File: config.mk
export PLATFORM = sky130hd
export DESIGN_NAME = mem_2r1w_top
export DESIGN_NICKNAME = d
export VERILOG_FILES = /design/src/verilog/mem_pkg.sv /design/src/verilog/addr_map.sv /design/src/verilog/mem_2r1w_top.sv /design/src/verilog/mem_ctrl.sv /design/src/verilog/read_merge.sv /design/src/verilog/row_align.sv
export VERILOG_INCLUDE_DIRS = /design/src /design/src/verilog
export SDC_FILE = /design/constraint.sdc
export NUM_CORES = 1
export LEC_CHECK = 0
export BUFFER_PORTS_ARGS = -buffer_cell sky130_fd_sc_hd__buf_2
export CELL_PAD_IN_SITES_DETAIL_PLACEMENT = 1
export CELL_PAD_IN_SITES_GLOBAL_PLACEMENT = 2
export CORE_AREA = 4 4 289 291
export DETAILED_ROUTE_END_ITERATION = 8
export DIE_AREA = 0 0 293 295
export PLACE_DENSITY = 0.52
export SKIP_CTS_REPAIR_TIMING = 1
export SYNTH_ARGS = -nofsm -noshare
export SYNTH_HDL_FRONTEND = slang
export SYNTH_SLANG_ARGS = --single-unit
File: constraint.sdc
create_clock -name clk -period 8.4 [get_ports clk]
set_input_delay 1.26 -clock clk [delete_from_list [all_inputs] [get_ports clk]]
set_output_delay 1.26 -clock clk [all_outputs]
set_load 0.01 [all_outputs]
File: src/verilog/mem_params.svh
`ifndef MEM_PARAMS_SVH
`define MEM_PARAMS_SVH

// ==========================================================================
// logical geometry.
// ==========================================================================
`define MEM_WIDTH      16
`define MEM_NUMADDR    192
`define MEM_BITADDR    8

// virtual banks, address modulo 3.
`define MEM_NUMVBNK    3
`define MEM_BITVBNK    2

// ==========================================================================
// physical rows, two logical words each.
// ==========================================================================
`define MEM_NUMWRDS    2
`define MEM_BITWRDS    1
`define MEM_NUMSROW    32
`define MEM_BITSROW    5
`define MEM_PHYWDTH    32

// sram read latency in cycles.
`define MEM_SRAM_DELAY 2

`define MEM_NUMRDPT    2
`define MEM_BITPADR    9

`endif

File: src/verilog/mem_pkg.sv
`default_nettype none

`include "mem_params.svh"

package mem_pkg;

  typedef logic [`MEM_BITADDR-1:0] addr_t;
  typedef logic [`MEM_WIDTH-1:0]   data_t;
  typedef logic [`MEM_BITVBNK-1:0] bank_t;
  typedef logic [`MEM_BITSROW-1:0] srow_t;
  typedef logic [`MEM_BITWRDS-1:0] wsel_t;

  // one physical row, data or bit-write mask.
  typedef logic [`MEM_PHYWDTH-1:0] phy_t;

  // {forward, bank, row, word slot}.
  typedef logic [`MEM_BITPADR-1:0] padr_t;

  // clear sweep runs once after reset.
  typedef enum logic {
    INIT_SWEEP,
    INIT_DONE
  } init_state_t;

endpackage

`default_nettype wire

File: src/verilog/addr_map.sv
`timescale 1ns/1ps
`default_nettype none

`include "mem_params.svh"

module addr_map (
  input  mem_pkg::addr_t addr,
  output mem_pkg::bank_t bank,
  output mem_pkg::srow_t row,
  output mem_pkg::wsel_t wsel
);

  import mem_pkg::*;

  logic [`MEM_BITADDR-1:0] quot;

  // bank row is address div 3.
  assign quot = addr / `MEM_NUMVBNK;
  assign bank = bank_t'(addr % `MEM_NUMVBNK);

  // two bank rows share one physical row.
  assign row  = srow_t'(quot / `MEM_NUMWRDS);
  assign wsel = wsel_t'(quot % `MEM_NUMWRDS);

endmodule

`default_nettype wire

File: src/verilog/mem_2r1w_top.sv
`timescale 1ns/1ps
`default_nettype none

`include "mem_params.svh"

module mem_2r1w_top (
  input  logic                                              clk,
  input  logic                                              rst,
  input  logic                                              wr,
  input  mem_pkg::addr_t                                    wr_addr,
  input  mem_pkg::data_t                                    wr_din,
  input  logic                                              rd0,
  input  logic                                              rd1,
  input  mem_pkg::addr_t                                    rd0_addr,
  input  mem_pkg::addr_t                                    rd1_addr,
  output logic                                              rd0_vld,
  output logic                                              rd1_vld,
  output mem_pkg::data_t                                    rd0_dout,
  output mem_pkg::data_t                                    rd1_dout,
  output mem_pkg::padr_t                                    rd0_padr,
  output mem_pkg::padr_t                                    rd1_padr,
  output logic                                              ready,
  output logic [`MEM_NUMRDPT*`MEM_NUMVBNK-1:0]              mem_write,
  output logic [`MEM_NUMRDPT*`MEM_NUMVBNK*`MEM_BITSROW-1:0] mem_wr_adr,
  output logic [`MEM_NUMRDPT*`MEM_NUMVBNK*`MEM_PHYWDTH-1:0] mem_bw,
  output logic [`MEM_NUMRDPT*`MEM_NUMVBNK*`MEM_PHYWDTH-1:0] mem_din,
  output logic [`MEM_NUMRDPT*`MEM_NUMVBNK-1:0]              mem_read,
  output logic [`MEM_NUMRDPT*`MEM_NUMVBNK*`MEM_BITSROW-1:0] mem_rd_adr,
  input  logic [`MEM_NUMRDPT*`MEM_NUMVBNK*`MEM_PHYWDTH-1:0] mem_rd_dout
);

  import mem_pkg::*;

  logic                     init_active;
  srow_t                    init_row;
  logic                     wr_go;
  logic [`MEM_NUMRDPT-1:0]  rd_go;
  logic [`MEM_NUMRDPT-1:0]  rd_vld_pipe;
  logic [`MEM_NUMRDPT-1:0]  rd_fwrd_pipe;
  data_t                    fwd_data [`MEM_NUMRDPT];

  bank_t wr_bank;
  srow_t wr_row;
  wsel_t wr_wsel;
  bank_t rd_bank [`MEM_NUMRDPT];
  srow_t rd_row  [`MEM_NUMRDPT];
  wsel_t rd_wsel [`MEM_NUMRDPT];

  data_t [`MEM_NUMVBNK-1:0] bank_words [`MEM_NUMRDPT];

  mem_ctrl mem_ctrl_i (
    .clk          (clk),
    .rst          (rst),
    .wr           (wr),
    .wr_addr      (wr_addr),
    .wr_din       (wr_din),
    .rd           ({rd1, rd0}),
    .rd0_addr     (rd0_addr),
    .rd1_addr     (rd1_addr),
    .ready        (ready),
    .init_active  (init_active),
    .init_row     (init_row),
    .wr_go        (wr_go),
    .rd_go        (rd_go),
    .rd_vld_pipe  (rd_vld_pipe),
    .rd_fwrd_pipe (rd_fwrd_pipe),
    .fwd_data0    (fwd_data[0]),
    .fwd_data1    (fwd_data[1])
  );

  addr_map wr_map_i  (.addr(wr_addr),  .bank(wr_bank),    .row(wr_row),    .wsel(wr_wsel));
  addr_map rd0_map_i (.addr(rd0_addr), .bank(rd_bank[0]), .row(rd_row[0]), .wsel(rd_wsel[0]));
  addr_map rd1_map_i (.addr(rd1_addr), .bank(rd_bank[1]), .row(rd_row[1]), .wsel(rd_wsel[1]));

  // ==========================================================================
  // one replica per read port, three banks each.
  // memory vectors are indexed by replica*3 + bank.
  // ==========================================================================
  for (genvar r = 0; r < `MEM_NUMRDPT; r++) begin : g_rep
    for (genvar b = 0; b < `MEM_NUMVBNK; b++) begin : g_bank
      localparam int M = r*`MEM_NUMVBNK + b;

      row_align #(.BANK_ID(b)) row_align_i (
        .clk         (clk),
        .rst         (rst),
        .init_active (init_active),
        .init_row    (init_row),
        .wr_go       (wr_go),
        .wr_bank     (wr_bank),
        .wr_row      (wr_row),
        .wr_wsel     (wr_wsel),
        .wr_din      (wr_din),
        .rd_go       (rd_go[r]),
        .rd_bank     (rd_bank[r]),
        .rd_row      (rd_row[r]),
        .rd_wsel     (rd_wsel[r]),
        .mem_write   (mem_write[M]),
        .mem_wr_adr  (mem_wr_adr[M*`MEM_BITSROW +: `MEM_BITSROW]),
        .mem_bw      (mem_bw[M*`MEM_PHYWDTH +: `MEM_PHYWDTH]),
        .mem_din     (mem_din[M*`MEM_PHYWDTH +: `MEM_PHYWDTH]),
        .mem_read    (mem_read[M]),
        .mem_rd_adr  (mem_rd_adr[M*`MEM_BITSROW +: `MEM_BITSROW]),
        .mem_rd_dout (mem_rd_dout[M*`MEM_PHYWDTH +: `MEM_PHYWDTH]),
        .rd_word     (bank_words[r][b])
      );
    end
  end

  read_merge rd0_merge_i (
    .clk        (clk),
    .rst        (rst),
    .rd_bank    (rd_bank[0]),
    .rd_row     (rd_row[0]),
    .rd_wsel    (rd_wsel[0]),
    .bank_words (bank_words[0]),
    .vld_pipe   (rd_vld_pipe[0]),
    .fwrd_pipe  (rd_fwrd_pipe[0]),
    .fwd_data   (fwd_data[0]),
    .vld        (rd0_vld),
    .dout       (rd0_dout),
    .padr       (rd0_padr)
  );

  read_merge rd1_merge_i (
    .clk        (clk),
    .rst        (rst),
    .rd_bank    (rd_bank[1]),
    .rd_row     (rd_row[1]),
    .rd_wsel    (rd_wsel[1]),
    .bank_words (bank_words[1]),
    .vld_pipe   (rd_vld_pipe[1]),
    .fwrd_pipe  (rd_fwrd_pipe[1]),
    .fwd_data   (fwd_data[1]),
    .vld        (rd1_vld),
    .dout       (rd1_dout),
    .padr       (rd1_padr)
  );

endmodule

`default_nettype wire

File: src/verilog/mem_ctrl.sv
`timescale 1ns/1ps
`default_nettype none

`include "mem_params.svh"

module mem_ctrl (
  input  logic                     clk,
  input  logic                     rst,
  input  logic                     wr,
  input  mem_pkg::addr_t           wr_addr,
  input  mem_pkg::data_t           wr_din,
  input  logic [`MEM_NUMRDPT-1:0]  rd,
  input  mem_pkg::addr_t           rd0_addr,
  input  mem_pkg::addr_t           rd1_addr,
  output logic                     ready,
  output logic                     init_active,
  output mem_pkg::srow_t           init_row,
  output logic                     wr_go,
  output logic [`MEM_NUMRDPT-1:0]  rd_go,
  output logic [`MEM_NUMRDPT-1:0]  rd_vld_pipe,
  output logic [`MEM_NUMRDPT-1:0]  rd_fwrd_pipe,
  output mem_pkg::data_t           fwd_data0,
  output mem_pkg::data_t           fwd_data1
);

  import mem_pkg::*;

  init_state_t state;

  addr_t                    rd_addr [`MEM_NUMRDPT];
  logic [`MEM_NUMRDPT-1:0]  fwd_now;
  logic [`MEM_NUMRDPT-1:0]  vld_q [`MEM_SRAM_DELAY];
  logic [`MEM_NUMRDPT-1:0]  fwd_q [`MEM_SRAM_DELAY];
  data_t                    dat_q [`MEM_NUMRDPT][`MEM_SRAM_DELAY];

  // ========================================================================
  // init sweep, one physical row per cycle.
  // ========================================================================
  always_ff @(posedge clk) begin
    if (rst) begin
      state    <= INIT_SWEEP;
      init_row <= '0;
    end else if (state == INIT_SWEEP) begin
      init_row <= init_row + 1'b1;
      if (init_row == srow_t'(`MEM_NUMSROW - 1)) begin
        state <= INIT_DONE;
      end
    end
  end

  assign init_active = (state == INIT_SWEEP);
  assign ready       = (state == INIT_DONE);

  // strobes are dropped until ready.
  assign wr_go = wr & ready;
  assign rd_go = rd & {`MEM_NUMRDPT{ready}};

  assign rd_addr[0] = rd0_addr;
  assign rd_addr[1] = rd1_addr;

  // same-edge read and write to one address.
  always_comb begin
    for (int k = 0; k < `MEM_NUMRDPT; k++) begin
      fwd_now[k] = rd_go[k] & wr_go & (rd_addr[k] == wr_addr);
    end
  end

  // ========================================================================
  // valid and forward pipes, aligned with sram data.
  // ========================================================================
  always_ff @(posedge clk) begin
    if (rst) begin
      for (int i = 0; i < `MEM_SRAM_DELAY; i++) begin
        vld_q[i] <= '0;
        fwd_q[i] <= '0;
      end
    end else begin
      vld_q[0] <= rd_go;
      fwd_q[0] <= fwd_now;
      for (int i = 1; i < `MEM_SRAM_DELAY; i++) begin
        vld_q[i] <= vld_q[i-1];
        fwd_q[i] <= fwd_q[i-1];
      end
    end
  end

  // write data only captured for a forwarding port.
  always_ff @(posedge clk) begin
    for (int k = 0; k < `MEM_NUMRDPT; k++) begin
      if (fwd_now[k]) begin
        dat_q[k][0] <= wr_din;
      end
      for (int i = 1; i < `MEM_SRAM_DELAY; i++) begin
        dat_q[k][i] <= dat_q[k][i-1];
      end
    end
  end

  assign rd_vld_pipe  = vld_q[`MEM_SRAM_DELAY-1];
  assign rd_fwrd_pipe = fwd_q[`MEM_SRAM_DELAY-1];
  assign fwd_data0    = dat_q[0][`MEM_SRAM_DELAY-1];
  assign fwd_data1    = dat_q[1][`MEM_SRAM_DELAY-1];

endmodule

`default_nettype wire

File: src/verilog/read_merge.sv
`timescale 1ns/1ps
`default_nettype none

`include "mem_params.svh"

module read_merge (
  input  logic                                 clk,
  input  logic                                 rst,
  input  mem_pkg::bank_t                       rd_bank,
  input  mem_pkg::srow_t                       rd_row,
  input  mem_pkg::wsel_t                       rd_wsel,
  input  mem_pkg::data_t [`MEM_NUMVBNK-1:0]    bank_words,
  input  logic                                 vld_pipe,
  input  logic                                 fwrd_pipe,
  input  mem_pkg::data_t                       fwd_data,
  output logic                                 vld,
  output mem_pkg::data_t                       dout,
  output mem_pkg::padr_t                       padr
);

  import mem_pkg::*;

  bank_t bank_q [`MEM_SRAM_DELAY];
  srow_t row_q  [`MEM_SRAM_DELAY];
  wsel_t wsel_q [`MEM_SRAM_DELAY];
  data_t sel_word;

  // address fields ride along with the sram access.
  always_ff @(posedge clk) begin
    bank_q[0] <= rd_bank;
    row_q[0]  <= rd_row;
    wsel_q[0] <= rd_wsel;
    for (int i = 1; i < `MEM_SRAM_DELAY; i++) begin
      bank_q[i] <= bank_q[i-1];
      row_q[i]  <= row_q[i-1];
      wsel_q[i] <= wsel_q[i-1];
    end
  end

  // new write data wins over the stale row.
  assign sel_word = fwrd_pipe ? fwd_data : bank_words[bank_q[`MEM_SRAM_DELAY-1]];

  always_ff @(posedge clk) begin
    if (rst) begin
      vld  <= 1'b0;
      dout <= '0;
      padr <= '0;
    end else begin
      vld <= vld_pipe;
      if (vld_pipe) begin
        dout <= sel_word;
        padr <= {fwrd_pipe, bank_q[`MEM_SRAM_DELAY-1], row_q[`MEM_SRAM_DELAY-1],
                 wsel_q[`MEM_SRAM_DELAY-1]};
      end
    end
  end

endmodule

`default_nettype wire

File: src/verilog/row_align.sv
`timescale 1ns/1ps
`default_nettype none

`include "mem_params.svh"

module row_align #(
  parameter int BANK_ID = 0
) (
  input  logic           clk,
  input  logic           rst,
  input  logic           init_active,
  input  mem_pkg::srow_t init_row,
  input  logic           wr_go,
  input  mem_pkg::bank_t wr_bank,
  input  mem_pkg::srow_t wr_row,
  input  mem_pkg::wsel_t wr_wsel,
  input  mem_pkg::data_t wr_din,
  input  logic           rd_go,
  input  mem_pkg::bank_t rd_bank,
  input  mem_pkg::srow_t rd_row,
  input  mem_pkg::wsel_t rd_wsel,
  output logic           mem_write,
  output mem_pkg::srow_t mem_wr_adr,
  output mem_pkg::phy_t  mem_bw,
  output mem_pkg::phy_t  mem_din,
  output logic           mem_read,
  output mem_pkg::srow_t mem_rd_adr,
  input  mem_pkg::phy_t  mem_rd_dout,
  output mem_pkg::data_t rd_word
);

  import mem_pkg::*;

  phy_t  word_mask;
  wsel_t wsel_q [`MEM_SRAM_DELAY];

  // ========================================================================
  // write side.
  // ========================================================================
  always_comb begin
    for (int w = 0; w < `MEM_NUMWRDS; w++) begin
      word_mask[w*`MEM_WIDTH +: `MEM_WIDTH] = {`MEM_WIDTH{wr_wsel == wsel_t'(w)}};
    end
  end

  // sweep overrides any write.
  assign mem_write  = init_active | (wr_go & (wr_bank == bank_t'(BANK_ID)));
  assign mem_wr_adr = init_active ? init_row : wr_row;
  assign mem_bw     = init_active ? '1 : word_mask;
  assign mem_din    = init_active ? '0 : {`MEM_NUMWRDS{wr_din}};

  // ========================================================================
  // read side.
  // ========================================================================
  assign mem_read   = rd_go & (rd_bank == bank_t'(BANK_ID));
  assign mem_rd_adr = rd_row;

  // word slot follows the sram latency.
  always_ff @(posedge clk) begin
    if (rst) begin
      for (int i = 0; i < `MEM_SRAM_DELAY; i++) begin
        wsel_q[i] <= '0;
      end
    end else begin
      wsel_q[0] <= rd_wsel;
      for (int i = 1; i < `MEM_SRAM_DELAY; i++) begin
        wsel_q[i] <= wsel_q[i-1];
      end
    end
  end

  assign rd_word = mem_rd_dout[wsel_q[`MEM_SRAM_DELAY-1]*`MEM_WIDTH +: `MEM_WIDTH];

endmodule

`default_nettype wire
# After elaboration in Yosys (flattened, before gate mapping)
# Memories as Yosys holds them, arrays and structs flattened. A register that Yosys moved wholly into a read port is not among the register bits.
# Index checks and enable logic that the tools add are counted.
# word_totals
ff_bits	58
latchBits	0
mem_bits_rw	116
romBits	0
input_bits	237
out_inout_bits	509
wordCells	120
n_memories	15
# classes
n_addsub	1
multipliers	0
n_div	6
order_cmp	2
n_eq_ne	9
n_shift	6
mux	34
bitwise_logic	36
n_reduce_logical	3
# mem_list
memory	depth	word_bits	read_ports	rd_ports_with_merged_regs	write_ports	line	text
mem_ctrl_i.dat_q	2	32	2	0	2	mem_ctrl.sv:34	data_t dat_q [`MEM_NUMRDPT][`MEM_SRAM_DELAY];
rd0_merge_i.row_q	2	5	2	1	2	read_merge.sv:24	srow_t row_q [`MEM_SRAM_DELAY];
rd1_merge_i.row_q	2	5	2	1	2	read_merge.sv:24	
mem_ctrl_i.fwd_q	2	2	2	0	2	mem_ctrl.sv:33	logic [`MEM_NUMRDPT-1:0] fwd_q [`MEM_SRAM_DELAY];
mem_ctrl_i.vld_q	2	2	2	0	2	mem_ctrl.sv:32	logic [`MEM_NUMRDPT-1:0] vld_q [`MEM_SRAM_DELAY];
rd0_merge_i.bank_q	2	2	2	0	2	read_merge.sv:23	bank_t bank_q [`MEM_SRAM_DELAY];
+9 memories	n/a	n/a	n/a	n/a	n/a	n/a	
# op_table
cell	n
$shiftx A32 B6 Y16	6
$div A8 B2 Y32 const B	3
$mod A8 B2 Y32 const B	3
$bmux W16 S2	2
$mux W16	4
$mux W32	2
$mux W1	21
$or A1 B1 Y1	19
$eq A8 B8 Y1	2
$and A1 B1 Y1	14
$mux W2	4
$eq A2 B1 Y1 const B	3
$eq A2 B2 Y1 const B	3
$logic_not A2 Y1	3
$lt A2 B3 Y1 const B	2
$add A5 B1 Y5 const B	1
$eq A5 B5 Y1 const B	1
$mux W5	1
$and A2 B2 Y2	1
$not A1 Y1	2

# Logic depth before layout (Yosys ltp)
# Gate-level depths: netlist (run 1).
# depth
word_depth	5
depth_mapped	23
mapped_depth_nobuf	18

# Cells and area by module
# A second synthesis (run 1) with hierarchy kept.
# unflattened
cells_unflattened	1402
hier_area_um2	13873.3
# by_module_without_submodules
module	n_inst	cells_each	area_per_inst_um2	seq_area_each_um2
read_merge	2	160	1839.3	840.8
row_align (g_rep[0].g_bank[1].row_align_i ...)	4	102	898.4	40.0
mem_ctrl	1	175	2582.5	1881.8
addr_map	3	99	740.7	0.0
row_align (g_rep[0].g_bank[0].row_align_i ...)	2	101	898.4	40.0

# Worst setup path after synthesis (run 1)
# OpenSTA, ideal clock, no wires.
# synth_path
kind	input to output
from	in wr_addr[6]
to	out mem_bw[100]
arrival_ns	6.308
required_ns	7.140
setup_slack_ns	0.832
cell_stages	20
path_buffers	3
path_cell_list	buf_2 > clkbuf_1 > ha_1 > and3b_1 > a211oi_2 > nand2_1 > a211oi_1 > a21oi_1 > nor2_1 > xnor2_1 > ha_1 > a211o_1 > a21oi_1 > xnor2_1 > nand2b_1 > inv_1 > ha_1 > a2111o_1 > nand2_1 > buf_4
# synth_via
elab_chain_len	3
# synth_lines
element	line	text
from (decl)	mem_2r1w_top.sv:10	input mem_pkg::addr_t wr_addr,
$div A8 B2 Y32 (no source line)	n/a	
$not A1 Y1	row_align.sv:42	word_mask[w*`MEM_WIDTH +: `MEM_WIDTH] = {`MEM_WIDTH{wr_wsel == wsel_t'(w)}};
$mux W32	row_align.sv:49	assign mem_bw = init_active ? '1 : word_mask;
to (decl)	mem_2r1w_top.sv:25	output logic [`MEM_NUMRDPT*`MEM_NUMVBNK*`MEM_PHYWDTH-1:0] mem_bw,
# No other way between the ends.

# Worst setup path after layout (run 1)
# layout_path
from	in rd1_addr[7]
to	out mem_read[3]
# layout_via
elab_chain_len	3
# layout_lines
element	line	text
from (decl)	mem_2r1w_top.sv:15	input mem_pkg::addr_t rd1_addr,
$mod A8 B2 Y32 (no source line)	n/a	
$logic_not A2 Y1	row_align.sv:55	assign mem_read = rd_go & (rd_bank == bank_t'(BANK_ID));
$and A1 B1 Y1	row_align.sv:55	
to (decl)	mem_2r1w_top.sv:27	output logic [`MEM_NUMRDPT*`MEM_NUMVBNK-1:0] mem_read,
# No other way between the ends.

==> results of run 1 <==
final cells by class:
cell class,count,area [µm²],share of cell area (%)
inverters,22,82.6,0.576
clock buffers,18,429,2.99
diodes,1,2.50,0.0175
well taps,1060,1330,9.26
clock inverters,14,185,1.29
repair buffers,758,3830,26.7
flip-flops and latches,166,3650,25.5
multi-input cells,613,4830,33.7
cells in the mapped netlist, types with 5 or more instances:
cell / n / area, µm²
buf_4: 426 / 3200
dfxtp_1: 134 / 2680
nand2b_1: 71 / 444
nor2_1: 56 / 210
a21oi_1: 54 / 270
clkbuf_1: 43 / 161
nand3_1: 39 / 195
mux2_2: 35 / 394
edfxtp_1: 32 / 961
mux4_2: 32 / 721
a221o_1: 30 / 300
nand2_1: 30 / 113
mux2i_1: 28 / 280
inv_1: 20 / 75.1
and2_1: 19 / 119
xnor2_1: 18 / 158
nor2b_1: 17 / 106
o21ai_0: 14 / 70.1
buf_1: 13 / 48.8
xor2_1: 13 / 114
buf_2: 11 / 55.1
ha_1: 11 / 138
or3_1: 10 / 62.6
a211oi_1: 9 / 67.6
nor3_1: 9 / 45.0
nand4_1: 8 / 50.1
o211ai_1: 6 / 45.0
a2111oi_0: 5 / 43.8
a21o_1: 5 / 37.5
nor4_1: 5 / 31.3
cell usage in the layout, fill, tap and decap left out, drive strengths merged, types with 32 or more instances in the layout:
cell / Yosys / layout
nand3: 39 / 39
buf: 453 / 758
nor2: 56 / 56
a21oi: 56 / 56
mux2: 39 / 39
nand2b: 71 / 71
dfxtp: 134 / 134
mux4: 32 / 32
edfxtp: 32 / 32
logic make-up (layout without fill, tap and decap cells):
family          Yosys count  count (layout)  share of synthesized area (%)
xor+xnor                 32              32                           2.39
compound gates          172             172                           10.4
other cells               0               1                              0
mux                      99              99                           12.1
flops                   166             166                           30.3
simple gates            299             299                           13.9
fa+ha+maj                11              11                           1.14
buf+inv                 519             812                           29.8
power by group:
part	switching, mW	leakage (nW)	internal, mW
clock	0.401	0.296	0.430
sequential	0.0285	1.39	0.845
combinational	0.315	4.65	0.255
per-stage QoR:
stage	instances	cell area (µm²)	util, %
after floorplan	1298	12000	-
after global placement	2619	13700	17.0
after detailed placement	2619	13700	17.0
after CTS	2651	14300	17.8
after global routing	2651	14300	17.8
final	2652	14300	17.8
worst max-delay path by stage:
| stage | from | endpoint | slack (ps) |
|---|---|---|---|
| 2_1_floorplan | wr_addr[6] | mem_bw[100] | 830 |
| 3_3_place_gp | rd1_addr[7] | mem_read[4] | 810 |
| 3_5_place_dp | rd1_addr[7] | mem_read[4] | 610 |
| 4_1_cts | rd1_addr[7] | mem_read[4] | 590 |
| 5_1_grt | rd1_addr[7] | mem_read[4] | 120 |
| 6_report | rd1_addr[7] | mem_read[3] | 610 |
per-layer routing:
metal	vias to the layer above	track usage (%)	part of all wire, %
li1	4630	-	-
met1	4641	11.6	39
met2	354	19.4	54
met3	36	2.83	6.3
met4	6	2.65	1.1
met5	-	0	0.082
worst register-to-register path: stages (launching register included):
cell      delay, ps
dfxtp_1         330
clkinv_1        400
nor2_1         1000
a221o_1         340
nand3_1          90
a21oi_1         190
sequential cells by signal (all words and copies together) (netlist names):
signal                           count
rd0_merge_i.vld                      1
rd0_merge_i.wsel_q                   2
mem_ctrl_i.dat_q                    64
rd0_merge_i.bank_q                   4
mem_ctrl_i.vld_q                     4
g_rep.g_bank.row_align_i.wsel_q      4
mem_ctrl_i.fwd_q                     4
mem_ctrl_i.init_row                  5
rd1_merge_i.wsel_q                   2
rd0_merge_i.padr                     9
mem_ctrl_i.ready                     1
rd0_merge_i.dout                    16
rd1_merge_i.row_q                   10
rd1_merge_i.dout                    16
rd1_merge_i.bank_q                   4
rd1_merge_i.vld                      1
rd0_merge_i.row_q                   10
rd1_merge_i.padr                     9
==> results_dict.tcl, run 1 <==
set metrics [dict create \
    rr_endpoint "rd0_merge_i.dout[11]" \
    crit_buf_inv 2 \
    setup_violations 0 \
    synth.avg_cell_area_um2 9.27 \
    drive_gt1_share_pct 55.4 \
    crit_family "simple AND/OR/NAND/NOR gates" \
    report.final.slew_viol_count 0 \
    leakage_nw 6.34 \
    cts_sinks 166 \
    hpwl_um 39700 \
    grt.total_usage_pct 10.4 \
    antenna_found_initial 6 \
    cts_buffers 17 \
    die-area_um2 86400 \
    worstHoldPathType "reg -> reg" \
    cts_tree "done" \
    min_period_over_period_pct 92.7 \
    holdPathEnd "rd0_merge_i.row_q[1][0]" \
    grt_start_max_net_pins 97 \
    drtPass1Iterations 4 \
    finClkSkew_ps 14.9 \
    hp-start "rd0_merge_i.row_q[0][0]" \
    cts-root-buf "clkbuf_16" \
    via_per_inst 3.65 \
    whs_ps 330 \
    cts_buffer_depth 2 \
    clock_latency_ps 470 \
    clock.fmax_mhz 128 \
    die_h_um 295 \
    wl_per_cell_um 18.3 \
    placement_rows 104 \
    cp-start-kind "input port" \
    synth_edf_count 32 \
    slowest_stage "o21ai_0" \
    io_buffers 745 \
    cap_violations 0 \
    syn2layout_area_growth_pct 19.1 \
    r2r_cells 5 \
    grt-ovfl-total 0 \
    drtIter0Drc 325 \
    async_flop_share_pct 0 \
    path_max_fanout 20 \
    vias 9667 \
    gp_congestion 0.764 \
    ant_nets 0 \
    max-slew-margin-rel_pct 24.0 \
    io_pins 746 \
    synth_cells 1298 \
    vdd.ir_drop.worst_uv 138 \
    p_total_mw 2.27 \
    fin_crit_ps 7790 \
    worst_ep_required_time_ps 7140 \
    fin_setup_tns_ps 0 \
    power.density_nw_per_um2 159 \
    path_cells "buf_2, ha_1, nand2b_1, and3_1, nor4_1, a21oi_1, o21ai_0, xnor2_1, ha_1, or2_2, a21oi_1, xnor2_2, ha_1, nor4_1, nand4_1, a21oi_1, a311o_1, mux2_4, buf_2" \
    arrival_ps 6530 \
    synth.net_count 1546 \
    dp_slack_ps 605 \
    slowest_delay_ps 520 \
    synth_cell_types 81 \
    cp.depth 19 \
    yosys_warnings 0 \
    htreeDepth 4 \
    outcome "complete, no violations" \
    core_um2 80500 \
    r2r_setup_slack_ps 5990 \
    grt_first_pass_wirelength_um 66200 \
    hold_path_depth 0 \
    routed_wl_um 48500 \
    ys_seq_elements 166 \
    setup_ws_ps 613 \
    drc 0 \
    reg2reg_from "rd0_merge_i.bank_q[0][3]" \
    path_class "in -> out" \
    rsz0062_at_grt "false" \
    ys_seq_area_share_pct 30.3 \
    initial_utilization_pct 14.9 \
    setup.worst_path.end_class "primary output" \
    die_w_um 293 \
    tightest_slew_ps 1140 \
    synth_area_um2 12000 \
    fillers 9663 \
    grt_pass1_vias 9582 \
    layout.nets 1826 \
    hold_viol_final 0 \
    clk_pin_slew_ps 70 \
    yosys_most_used_dff "dfxtp_1" \
]
Note: power is estimated with default switching activity, not from simulation.
==> run 2: changes to the inputs <==
--- a/config.mk
+++ b/config.mk
@@ -9,10 +9,10 @@
 export BUFFER_PORTS_ARGS = -buffer_cell sky130_fd_sc_hd__buf_2
 export CELL_PAD_IN_SITES_DETAIL_PLACEMENT = 1
 export CELL_PAD_IN_SITES_GLOBAL_PLACEMENT = 2
-export CORE_AREA = 4 4 289 291
+export CORE_AREA = 4 4 291 293
 export DETAILED_ROUTE_END_ITERATION = 8
-export DIE_AREA = 0 0 293 295
-export PLACE_DENSITY = 0.52
+export DIE_AREA = 0 0 295 297
+export PLACE_DENSITY = 0.53
 export SKIP_CTS_REPAIR_TIMING = 1
 export SYNTH_ARGS = -nofsm -noshare
 export SYNTH_HDL_FRONTEND = slang
==> constraint.sdc (replaced) <==
create_clock -name clk -period 6.3 [get_ports clk]
set_input_delay 0.945 -clock clk [delete_from_list [all_inputs] [get_ports clk]]
set_output_delay 0.945 -clock clk [all_outputs]
set_load 0.01 [all_outputs]
==> results_dict.tcl, run 2 (synthesized netlist as in run 1, its figures left out) <==
set metrics [dict create \
    rr_endpoint "mem_ctrl_i.dat_q[1][16]" \
    final_cell_mix "744 x buf_2, 129 x dfxtp_1, 71 x nand2b_1" \
    via_per_inst 3.63 \
    r2r_cells 4 \
    cts-root-buf "clkbuf_16" \
    drive_gt1_share_pct 56.7 \
    syn2layout_area_growth_pct 21.1 \
    vdd.ir_drop.worst_uv 174 \
    setup_ws_ps 331 \
    drtPass1Iterations 4 \
    grt.total_usage_pct 10.6 \
    cp.depth 20 \
    drc 0 \
    worst_ep_required_time_ps 5350 \
    initial_utilization_pct 14.7 \
    wl_per_cell_um 18.3 \
    r2r_setup_slack_ps 3880 \
    fin_crit_ps 5970 \
    cts_buffer_depth 2 \
    worstHoldPathType "reg -> reg" \
    die_w_um 295 \
    placement_rows 105 \
    setup.worst_path.end_class "primary output" \
    top_layer "met4" \
    die-area_um2 87600 \
    routed_wl_um 49200 \
    outcome "complete, no violations" \
    report.final.slew_viol_count 0 \
    reg2reg_from "mem_ctrl_i.ready" \
    whs_ps 330 \
    cts_tree "done" \
    setup_violations 0 \
    largest_reg_flops 64 \
    crit_end "mem_write[4]" \
    wl_met3_um 2810 \
    path_cells "buf_2, ha_1, and3b_1, a211oi_2, nand2_1, a211oi_1, a21oi_1, nor2_1, xnor2_1, ha_1, a211o_1, a21oi_4, xnor2_1, nand2b_1, inv_1, ha_1, a2111o_1, or3_1, o311ai_1, buf_2" \
    io_buffers 745 \
    grt-ovfl-total 0 \
    die_h_um 297 \
    cts_sinks 166 \
    vias 9741 \
    arrival_ps 5020 \
    core_um2 81800 \
    hold_viol_final 0 \
    gp_congestion 0.765 \
    layout.nets 1848 \
    slowest_delay_ps 420 \
    grt_first_pass_wirelength_um 69100 \
    min_period_over_period_pct 94.7 \
    rsz0062_at_grt "false" \
    path_class "in -> out" \
    fin_setup_tns_ps 0 \
    finClkSkew_ps 15.5 \
    leakage_nw 6.45 \
    hpwl_um 40100 \
    largest_register "mem_ctrl_i.dat_q" \
    crit_start "wr_addr[7]" \
    p_total_mw 3.02 \
    power.density_nw_per_um2 207 \
    max-slew-margin-rel_pct 33.4 \
    fillers 9820 \
    slowest_stage "a2111o_1" \
    grt_pass1_vias 9929 \
    top_regs "mem_ctrl_i.dat_q (64), rd0_merge_i.dout (16), rd1_merge_i.dout (16)" \
    io_pins 746 \
    clock.fmax_mhz 168 \
    htreeDepth 4 \
    cp-start-kind "input port" \
    crit_family "compound AO/OA/AOI/OAI gates" \
    crit_buf_inv 3 \
    dp_slack_ps 123 \
    clk_pin_slew_ps 70 \
    met2_length_um 26700 \
    drt-met1-wl_um 19200 \
    ant_nets 0 \
    tightest_slew_ps 999 \
    antenna_found_initial 7 \
    drtIter0Drc 407 \
    worst_path_most_repeated_cell "ha_1" \
    path_max_fanout 5 \
    clock_latency_ps 470 \
    cts_buffers 17 \
    grt_start_max_net_pins 97 \
    mostFrequentLayoutCell "buf_2" \
    cap_violations 0 \
]
## run 2: worst min path at each step
stage	slack (ps)	from	depth (start not counted)	to
final	330	rd1_merge_i.row_q[0][1]	0	rd1_merge_i.row_q[1][1]
after global routing	330	rd0_merge_i.bank_q[0][1]	0	rd0_merge_i.bank_q[0][3]
after CTS	330	rd0_merge_i.row_q[0][1]	0	rd0_merge_i.row_q[1][1]
after detailed placement	310	rd0_merge_i.row_q[0][1]	0	rd0_merge_i.row_q[1][1]
after global placement	310	rd1_merge_i.row_q[0][1]	0	rd1_merge_i.row_q[1][1]
after floorplan	310	rd0_merge_i.bank_q[0][0]	0	rd0_merge_i.bank_q[0][2]
## run 2: where the power goes
group / switching [mW] / leakage (nW) / internal [mW]
combinational: 0.416 / 4.77 / 0.366
clock: 0.508 / 0.291 / 0.563
sequential: 0.0406 / 1.39 / 1.13
total: 0.964 / 6.45 / 2.06
## run 2: stage by stage
| step | instances | utilization [%] | cell area [µm²] |
|---|---|---|---|
| floorplan | 1298 | - | 12100 |
| global placement | 2647 | 17.0 | 13900 |
| detailed placement | 2647 | 17.0 | 13900 |
| CTS | 2679 | 17.7 | 14500 |
| finish | 2686 | 17.8 | 14600 |
| global route | 2686 | 17.8 | 14600 |
## run 2: layout make-up
class	count	area (µm²)	share of cell area, %
tap	1070	1340	9.19
multi-input combinational	613	4880	33.5
inverter	22	82.6	0.567
sequential	166	3650	25.1
clock buffer	18	429	2.95
antenna	3	7.51	0.0516
timing repair buffer	780	4010	27.5
clock inverter	14	159	1.09
## run 2: per-layer routing
metal	up-vias	track usage, %
met5	-	0
met4	0	2.61
met3	30	2.37
met2	351	20.5
met1	4692	11.6
li1	4668	-
## run 2: worst reg2reg max path: stages (launching register included)
cell     delay [ps]
dfxtp_2         550
buf_4           490
nand2_1         340
nor4b_2         330
buf_4           340
